File: src/design/rx_capture_pkg.sv
package rx_capture_pkg;

  //////////////////////////////////////////////////////////////////////
  // sizes
  //////////////////////////////////////////////////////////////////////
  localparam int NUM_LANES        = 4;   // receive lanes, also bits per sample
  localparam int LANE_BITS        = 64;  // user data bits per lane per clk
  localparam int WORD_BITS        = 32;  // host read word
  localparam int WORDS_PER_ENTRY  = 8;   // read words per 256-bit group
  localparam int SAMPLES_PER_WORD = WORD_BITS / NUM_LANES;
  localparam int WORD_IDX_W       = $clog2(WORDS_PER_ENTRY);
  localparam int FIFO_DEPTH       = 16;  // power of two, pointers wrap
  localparam int FIFO_PTR_W       = $clog2(FIFO_DEPTH);

  // prbs15, x^15 + x^14 + 1
  localparam int PRBS_LEN = 15;
  localparam int PRBS_TAP = 14;
  localparam logic [PRBS_LEN-1:0] PRBS_SEED = '1; // state right after a sync

  typedef struct packed {
    logic [LANE_BITS-1:0] lane3;  // also carries the match pattern in 31:0
    logic [LANE_BITS-1:0] lane2;
    logic [LANE_BITS-1:0] lane1;
    logic [LANE_BITS-1:0] lane0;
  } lane_words_t;

  // ascending index so word[0] sits in the top 32 bits and is read first
  typedef struct packed {
    logic [0:WORDS_PER_ENTRY-1][WORD_BITS-1:0] word;
  } sample_group_t;

  // sample g = {lane3[g], lane2[g], lane0[g], lane1[g]}
  // word k holds samples 8k+7 (top nibble) down to 8k
  function automatic sample_group_t interleave(lane_words_t l);
    sample_group_t g;
    for (int s = 0; s < LANE_BITS; s++) begin
      g.word[s / SAMPLES_PER_WORD][NUM_LANES*(s % SAMPLES_PER_WORD) +: NUM_LANES] =
        {l.lane3[s], l.lane2[s], l.lane0[s], l.lane1[s]};
    end
    return g;
  endfunction

endpackage

File: src/design/prbs15_gen.sv
`timescale 1ns/1ps

module prbs15_gen import rx_capture_pkg::*; (
  input  logic                 clk100,
  input  logic                 rst_n,
  input  logic                 sync,      // reload seed, next word is word 0
  output logic [LANE_BITS-1:0] prbs_word
);

  logic [PRBS_LEN-1:0] state;       // lfsr state between clk cycles
  logic [PRBS_LEN-1:0] state_next;  // state after 64 steps
  logic                fb;          // feedback bit of one step

  //////////////////////////////////////////////////////////////////////
  // unrolled lfsr, 64 steps per clk
  //////////////////////////////////////////////////////////////////////
  always_comb begin
    state_next = state;
    fb         = 1'b0;
    prbs_word  = '0;
    for (int i = LANE_BITS - 1; i >= 0; i--) begin
      fb           = state_next[PRBS_LEN-1] ^ state_next[PRBS_TAP-1];
      prbs_word[i] = fb;                              // first bit lands in msb
      state_next   = {state_next[PRBS_LEN-2:0], fb};  // shift left, new bit in lsb
    end
  end

  // word seen in the cycle after sync is the first word from seed
  always_ff @(posedge clk100) begin
    if (!rst_n) begin
      state <= PRBS_SEED;
    end else if (sync) begin
      state <= PRBS_SEED;      // restart sequence
    end else begin
      state <= state_next;     // free running
    end
  end

endmodule

File: src/design/lane_descrambler.sv
`timescale 1ns/1ps

module lane_descrambler import rx_capture_pkg::*; (
  input  logic          clk100,
  input  logic          rst_n,
  input  lane_words_t   lanes,          // raw lane words, one set per clk
  input  logic          lane_valid,     // lanes carry data this clk
  input  logic          xor_on,         // descramble with local prbs
  input  logic [31:0]   match_pattern,  // sync word expected on lane3
  output sample_group_t samples,        // interleaved group, registered
  output logic          wr              // write strobe for the fifo
);

  logic                 prbs_sync;  // lane3 carries the match pattern
  logic [LANE_BITS-1:0] prbs_word;  // current prbs word
  lane_words_t          descr;      // lanes after optional xor

  //////////////////////////////////////////////////////////////////////
  // prbs alignment
  //////////////////////////////////////////////////////////////////////

  // only the low 32 bits of lane3 are compared
  assign prbs_sync = (lanes.lane3[31:0] == match_pattern);

  prbs15_gen prbs_i (
    .clk100    (clk100),
    .rst_n     (rst_n),
    .sync      (prbs_sync),
    .prbs_word (prbs_word)
  );

  //////////////////////////////////////////////////////////////////////
  // descramble
  //////////////////////////////////////////////////////////////////////

  // every lane is xored with the same word, lanes are assumed aligned
  always_comb begin
    descr = lanes;
    if (xor_on) begin
      descr.lane3 = lanes.lane3 ^ prbs_word;
      descr.lane2 = lanes.lane2 ^ prbs_word;
      descr.lane1 = lanes.lane1 ^ prbs_word;
      descr.lane0 = lanes.lane0 ^ prbs_word;
    end
  end

  //////////////////////////////////////////////////////////////////////
  // interleave and register
  //////////////////////////////////////////////////////////////////////

  // group lands in the fifo entry with samples 7..0 in the top word
  always_ff @(posedge clk100) begin
    samples <= interleave(descr);  // payload, no reset
  end

  // wr follows lane_valid by one clk, aligned with samples
  always_ff @(posedge clk100) begin
    if (!rst_n) begin
      wr <= 1'b0;
    end else begin
      wr <= lane_valid;
    end
  end

endmodule

File: src/design/slip_pulse_gen.sv
`timescale 1ns/1ps

module slip_pulse_gen import rx_capture_pkg::*; (
  input  logic                 clk100,
  input  logic                 rst_n,
  input  logic [1:0]           chan_sel,          // target channel
  input  logic                 gearbox_slip,      // host level
  input  logic                 rxslide,           // host level
  output logic [NUM_LANES-1:0] gearbox_slip_vec,  // one clk pulse per rise
  output logic [NUM_LANES-1:0] rxslide_vec        // two clk pulse per rise
);

  logic                 slip_q1, slip_q2;               // slip level history
  logic                 slide_q1, slide_q2, slide_q3;   // slide level history
  logic [1:0]           chan_q;                         // registered chan_sel
  logic                 slip_rise;
  logic                 slide_pulse;
  logic [NUM_LANES-1:0] chan_onehot;

  assign slip_rise   = slip_q1 & ~slip_q2;
  // rise seen in either of the last two clks, so always two wide
  assign slide_pulse = (slide_q1 & ~slide_q2) | (slide_q2 & ~slide_q3);
  assign chan_onehot = NUM_LANES'(1) << chan_q;

  always_ff @(posedge clk100) begin
    if (!rst_n) begin
      {slip_q1, slip_q2}            <= '0;
      {slide_q1, slide_q2, slide_q3} <= '0;
      chan_q           <= '0;
      gearbox_slip_vec <= '0;
      rxslide_vec      <= '0;
    end else begin
      {slip_q1, slip_q2}             <= {gearbox_slip, slip_q1};
      {slide_q1, slide_q2, slide_q3} <= {rxslide, slide_q1, slide_q2};
      chan_q           <= chan_sel;
      gearbox_slip_vec <= slip_rise ? chan_onehot : '0;    // steer to one channel
      rxslide_vec      <= slide_pulse ? chan_onehot : '0;
    end
  end

endmodule

File: src/design/sample_fifo.sv
`timescale 1ns/1ps

module sample_fifo import rx_capture_pkg::*; #(
  parameter type payload_t = logic
) (
  input  logic     clk100,
  input  logic     rst_n,
  input  logic     clr,    // synchronous flush
  input  payload_t din,
  input  logic     wr,     // dropped while full
  input  logic     pop,    // ignored while empty
  output payload_t dout,   // head entry, valid while empty is low
  output logic     full,
  output logic     empty
);

  payload_t              mem [FIFO_DEPTH];
  logic [FIFO_PTR_W-1:0] wr_ptr;
  logic [FIFO_PTR_W-1:0] rd_ptr;
  logic [FIFO_PTR_W:0]   count;   // one extra bit to tell full from empty
  logic                  do_wr;
  logic                  do_pop;

  //////////////////////////////////////////////////////////////////////
  // flags and qualified strobes
  //////////////////////////////////////////////////////////////////////
  assign full   = (count == (FIFO_PTR_W+1)'(FIFO_DEPTH));
  assign empty  = (count == '0);
  assign do_wr  = wr & ~full;
  assign do_pop = pop & ~empty;

  // head is read straight from the array, a write shows up after its edge
  assign dout = mem[rd_ptr];

  //////////////////////////////////////////////////////////////////////
  // storage
  //////////////////////////////////////////////////////////////////////
  always_ff @(posedge clk100) begin
    if (do_wr) begin
      mem[wr_ptr] <= din;
    end
  end

  //////////////////////////////////////////////////////////////////////
  // pointers and occupancy
  //////////////////////////////////////////////////////////////////////
  always_ff @(posedge clk100) begin
    if (!rst_n || clr) begin
      wr_ptr <= '0;
      rd_ptr <= '0;
      count  <= '0;
    end else begin
      if (do_wr) begin
        wr_ptr <= wr_ptr + 1'b1;   // wraps, depth is a power of two
      end
      if (do_pop) begin
        rd_ptr <= rd_ptr + 1'b1;
      end
      case ({do_wr, do_pop})
        2'b10:   count <= count + 1'b1;
        2'b01:   count <= count - 1'b1;
        default: count <= count;     // both or neither
      endcase
    end
  end

endmodule

File: src/design/word_unpacker.sv
`timescale 1ns/1ps

module word_unpacker import rx_capture_pkg::*; (
  input  logic                 clk100,
  input  logic                 rst_n,
  input  logic                 clr,         // flush together with the fifo
  input  sample_group_t        head,        // fifo head entry
  input  logic                 fifo_empty,
  output logic                 pop,         // take head into the holding reg
  input  logic                 rd,          // host read level
  output logic [WORD_BITS-1:0] data_out,    // current word
  output logic                 empty        // nothing to read
);

  sample_group_t         held;       // entry being read out
  logic [WORD_IDX_W-1:0] idx;        // next word to hand out
  logic                  loaded;     // held is valid
  logic                  rd_q1;
  logic                  rd_q2;
  logic                  advance;    // host consumed the current word
  logic                  last_done;  // last word of held consumed

  //////////////////////////////////////////////////////////////////////
  // read edge detect
  //////////////////////////////////////////////////////////////////////

  // rise seen at one edge, word moves on at the next
  assign advance   = rd_q1 & ~rd_q2 & loaded;      // ignored while empty
  assign last_done = advance & (idx == WORD_IDX_W'(WORDS_PER_ENTRY - 1));
  assign pop       = ~clr & ~fifo_empty & (~loaded | last_done);

  assign empty    = ~loaded;
  assign data_out = held.word[idx];  // word 0 is the msb word of the entry

  //////////////////////////////////////////////////////////////////////
  // holding register and word index
  //////////////////////////////////////////////////////////////////////
  always_ff @(posedge clk100) begin
    if (pop) begin
      held <= head;  // payload, no reset
    end
  end

  always_ff @(posedge clk100) begin
    if (!rst_n) begin
      rd_q1  <= 1'b0;
      rd_q2  <= 1'b0;
      idx    <= '0;
      loaded <= 1'b0;
    end else begin
      rd_q1 <= rd;
      rd_q2 <= rd_q1;
      if (clr) begin
        idx    <= '0;
        loaded <= 1'b0;
      end else if (pop) begin
        idx    <= '0;          // fresh entry starts at word 0
        loaded <= 1'b1;
      end else if (last_done) begin
        loaded <= 1'b0;        // fifo ran dry
      end else if (advance) begin
        idx <= idx + 1'b1;
      end
    end
  end

endmodule

File: src/design/rx_capture_top.sv
`timescale 1ns/1ps

module rx_capture_top import rx_capture_pkg::*; (
  input  logic                 clk100,
  input  logic                 rst_n,
  input  lane_words_t          lanes,
  input  logic                 lane_valid,
  input  logic                 xor_on,
  input  logic [31:0]          match_pattern,
  input  logic [1:0]           chan_sel,
  input  logic                 gearbox_slip,
  input  logic                 rxslide,
  input  logic                 fifo_reset,        // sync flush of fifo and unpacker
  input  logic                 rd,
  output logic [NUM_LANES-1:0] gearbox_slip_vec,
  output logic [NUM_LANES-1:0] rxslide_vec,
  output logic [WORD_BITS-1:0] data_out,
  output logic                 full,
  output logic                 empty
);

  sample_group_t samples;     // descrambler to fifo
  logic          wr;
  sample_group_t fifo_head;   // fifo to unpacker
  logic          fifo_empty;
  logic          pop;

  //////////////////////////////////////////////////////////////////////
  // capture path
  //////////////////////////////////////////////////////////////////////
  lane_descrambler descr_i (
    .clk100        (clk100),
    .rst_n         (rst_n),
    .lanes         (lanes),
    .lane_valid    (lane_valid),
    .xor_on        (xor_on),
    .match_pattern (match_pattern),
    .samples       (samples),
    .wr            (wr)
  );

  sample_fifo #(.payload_t(sample_group_t)) fifo_i (
    .clk100 (clk100),
    .rst_n  (rst_n),
    .clr    (fifo_reset),
    .din    (samples),
    .wr     (wr),
    .pop    (pop),
    .dout   (fifo_head),
    .full   (full),
    .empty  (fifo_empty)
  );

  word_unpacker unpack_i (
    .clk100     (clk100),
    .rst_n      (rst_n),
    .clr        (fifo_reset),
    .head       (fifo_head),
    .fifo_empty (fifo_empty),
    .pop        (pop),
    .rd         (rd),
    .data_out   (data_out),
    .empty      (empty)
  );

  // transceiver slip controls
  slip_pulse_gen slip_i (
    .clk100           (clk100),
    .rst_n            (rst_n),
    .chan_sel         (chan_sel),
    .gearbox_slip     (gearbox_slip),
    .rxslide          (rxslide),
    .gearbox_slip_vec (gearbox_slip_vec),
    .rxslide_vec      (rxslide_vec)
  );

endmodule

File: config.mk
export PLATFORM = sky130hd
export DESIGN_NAME = rx_capture_top
export DESIGN_NICKNAME = d
export VERILOG_FILES = /design/src/design/rx_capture_pkg.sv /design/src/design/prbs15_gen.sv /design/src/design/lane_descrambler.sv /design/src/design/slip_pulse_gen.sv /design/src/design/sample_fifo.sv /design/src/design/word_unpacker.sv /design/src/design/rx_capture_top.sv
export SDC_FILE = /design/constraint.sdc
export NUM_CORES = 2
export LEC_CHECK = 0
export BUFFER_PORTS_ARGS = -buffer_cell sky130_fd_sc_hd__buf_2
export CORE_MARGIN = 2
export CORE_UTILIZATION = 55
export DETAILED_ROUTE_END_ITERATION = 8
export GPL_TIMING_DRIVEN = 0
export MAX_ROUTING_LAYER = met4
export PLACE_DENSITY = 0.71
export SYNTH_ARGS = -nofsm -noshare
export SYNTH_HDL_FRONTEND = slang
export SYNTH_SLANG_ARGS = --single-unit
File: constraint.sdc
create_clock -name clk100 -period 21.8 [get_ports clk100]
set_input_delay 4.36 -clock clk100 [delete_from_list [all_inputs] [get_ports clk100]]
set_output_delay 4.36 -clock clk100 [all_outputs]
set_load 0.05 [all_outputs]
==> flow_summary.yaml <==
finish:
  syn_to_final_growth_pct: 16.01
  num-fill-cells: 19660
  final_design_area_no_fill_mm2: 0.2012
  final_layout_size_suffix_gt1_share_pct: 34.21
  finish.net_count: 8437
  final_util_pct: 63.98
yosys:
  yosys.area.top_type: "edfxtp_1"
  synth-async-reset-ratio_pct: 0
  synth.area.top_cells: "edfxtp_1, mux4_2, dfxtp_1, xnor2_1, xor2_1"
  synth_flop_cell: "edfxtp_1"
  synth_top_area_share_pct: 75.36
  synthesis.nets: 7303
  synth_commonest_cells: "edfxtp_1, mux4_2, dfxtp_1, xnor2_1, clkbuf_1"
  yosysMostFrequentCell: "edfxtp_1"
  synth_cell_types: 40
  synth-edff-count: 4352
  syn_area_mm2: 0.1734
  syn_inst: 6993
  yosysSeqAreaShare_pct: 78.89
  ys_warn_count: 0
  ys_ff_latch: 4658
  syn_avg_cell_area_um2: 24.80
detailed_routing:
  num_vias: 83430
  detail-route-antenna-nets: 0
  drc: 0
  drtIter0Drc: 13440
  drt_wl_total_mm: 481.0
  via_per_inst: 6.563
  wl_per_cell_um: 37.84
  drtPass1Iterations: 6
grt:
  grt_usage_pct: 31.22
  gr-total-overflow: 0
  antenna_found_initial: 52
  grt_pass1_wl_mm: 658.6
  grt_max_degree: 24
  grt_pass1_vias: 81470
place:
  dpl.hpwl_mm: 323.7
  globalplace.congestion: 0.9016
  dpl_cell_area_mm2: 0.1863
  numPortBuffers: 338
timing:
  fin_hold_ws_ps: 474.4
  hold_viol: 0
  final_max_slew_viol_count: 0
  setup_tns_ps: 0
  relSlewSlack_pct: 9.680
  fmax_mhz: 118.4
  finalCritPeriodShare_pct: 38.75
  tightest_slew_ps: 1355
  setup_viol: 0
  timing.final.crit_period_ps: 8448
  rsz0062_at_grt: "no"
  clock_skew_ps: 54.35
power_and_ir_drop:
  powerDensity_mw_per_mm2: 106.3
  p_leak_nw: 62.80
  vdd_drop_max_mv: 0.07787
floorplanning:
  coreArea_mm2: 0.3145
  rows: 206
  pin_count: 340
  die_h_um: 565.5
  initial_core_util_pct: 55.15
  die_area_mm2: 0.3198
  die_w_um: 565.5
critical_path:
  critical_path_cell_count: 5
  worst-setup-path-type: "flop to output port"
  crit_buf_inv: 3
  cp_max_fo: 10
  worstPathArrival_ps: 4090
  r2r_cells: 14
  crit_slowest_cell: "clkbuf_1"
  crit_path_frequent_cell: "clkbuf_1"
  r2r_end: "fifo_i.mem[0][184]"
  end_kind: "output port"
  required_ps: 17440
  critPathLaunchType: "flop"
  crit_path_max_incr_delay_ps: 720
  crit_chain: "clkbuf_1 -> clkbuf_1 -> mux4_2 -> mux2_2 -> buf_2"
  critical_path.startpoint: "unpack_i.idx[1]"
  crit_end: "data_out[31]"
  r2r_slack_ps: 17220
  path_delay_family: "buffers and inverters"
  r2r_start: "fifo_i.count[0]"
clock_tree:
  htreeDepth: 5
  cts.reportedPaths.clkPinSlew_ps: 70
  cts_tree: "built"
  cts-resized-gates: 0
  cts.path.max_buffers: 4
  insertion_delay_ps: 980
  cts.sinks: 4658
  cts-hold-fix-buffers: 0
  numCtsBuffers: 445
  post_cts_buffers: 0
  clockRootBuffer: "clkbuf_16"
worst_hold_path:
  hp-class: "flop to flop"
outcome:
  outcome: "finished, final reports clean"
run:
  cap_violations: 0
## per-stage QoR
stage / instances / total power [mW] / setup slack, ps
6_report: 12710 / 21.39 / 13350
5_1_grt: 12700 / 21.94 / 13360
4_1_cts: 12690 / 21.41 / 13340
3_5_place_dp: 11840 / 13.75 / 14410
3_3_place_gp: 11490 / 13.63 / -22860
2_1_floorplan: 6993 / 12.76 / 2308
## state kept, by name (all words and copies together), names as in the netlist
signal and flops:
fifo_i.rd_ptr 4, slip_i.slide_q3 1, slip_i.slide_q2 1, fifo_i.wr_ptr 4, slip_i.slip_q1 1, slip_i.slip_q2 1
fifo_i.mem 4096, slip_i.rxslide_vec 4, slip_i.slide_q1 1, unpack_i.loaded 1, descr_i.wr 1, unpack_i.idx 3
fifo_i.count 5, descr_i.samples 256, unpack_i.held 256, unpack_i.rd_q2 1, slip_i.gearbox_slip_vec 4, unpack_i.rd_q1 1
slip_i.chan_q 2, descr_i.prbs_i.state 15
## routing by layer
layer	up-vias	wire [µm]	track usage (%)	part of all wire [%]
li1	32110	-	-	-
met1	44560	171400	43.05	36
met2	5976	223000	45.82	46
met3	785	62730	6.799	13
met4	0	23930	13.09	5.0
met5	-	0	-	0
## worst register-to-register path, stage by stage, from the launching register on
cell and delay (ps):
dfxtp_1 440, nor4_1 180, a21boi_1 510, nand2_1 380, nor3_2 850, buf_8 260, buf_6 200, buf_6 180
buf_6 160, buf_6 180, buf_6 160, buf_6 190, buf_6 210, buf_6 180, buf_6 160
## cell families (layout without fill, tap and decap cells)
group                      Yosys count  in the layout  share of synthesized area [%]
and+or+nand+nor                    189            189                         0.4834
AOI/OAI and AO/OA                   47             47                         0.1724
buffers and inverters              347           1880                         0.9091
other                                0             25                              0
xor gates and xnor gates           364            364                          1.847
adders and majority gates           12             12                        0.09091
DFF                               4658           4658                          78.89
muxes                             1376           1376                          17.60
## placed cells by master (no fill, tap or decap), types with 10 or more instances in the layout
cell type and n:
nor2_4 12, buf_8 28, clkbuf_1 256, edfxtp_1 4352
diode_2 25, nand2_1 86, clkbuf_2 16, buf_2 470
clkinv_1 57, ha_1 11, nand2b_1 10, clkbuf_16 449
nor2_1 37, buf_16 31, clkbuf_8 53, buf_6 149
and2_1 10, o21ai_0 15, dfxtp_1 306, mux4_2 1336
clkinv_2 93, buf_12 148, bufinv_16 39, xnor2_1 280
mux2_2 32, xor2_1 81, clkinvlp_4 13, buf_1 31
## worst min-delay path by stage
stage	from	endpoint	slack (ps)	cells past startpoint
floorplan	slip_i.slip_q1	slip_i.slip_q2	440	1
global route	slip_i.slide_q1	slip_i.slide_q2	500	1
detailed placement	slip_i.slide_q1	slip_i.slide_q2	460	1
global placement	slip_i.slide_q1	slip_i.slide_q2	450	1
CTS	slip_i.slide_q1	slip_i.slide_q2	460	1
finish	slip_i.slide_q1	slip_i.slide_q2	470	1
## final cells by class
| cell class | count | area (µm²) | share of cell area [%] |
|---|---|---|---|
| flip-flops and latches | 4658 | 136800 | 68.01 |
| multi-input cells | 1988 | 35170 | 17.48 |
| clock buffers | 613 | 12380 | 6.155 |
| repair buffers | 687 | 7501 | 3.729 |
| well taps | 4160 | 5205 | 2.587 |
| clock inverters | 233 | 2449 | 1.217 |
| plain buffers | 339 | 1567 | 0.7787 |
| diodes | 25 | 62.56 | 0.03110 |
| inverters | 8 | 30.03 | 0.01493 |
## power breakdown
part / total [mW] / switching, mW / internal [mW] / leakage [nW]
clock: 7.78 / 3.33 / 4.45 / 7.27
combinational: 1.37 / 0.879 / 0.488 / 13.7
sequential: 12.2 / 0.975 / 11.3 / 41.8
No activity file was read; power rests on OpenSTA's default activity.
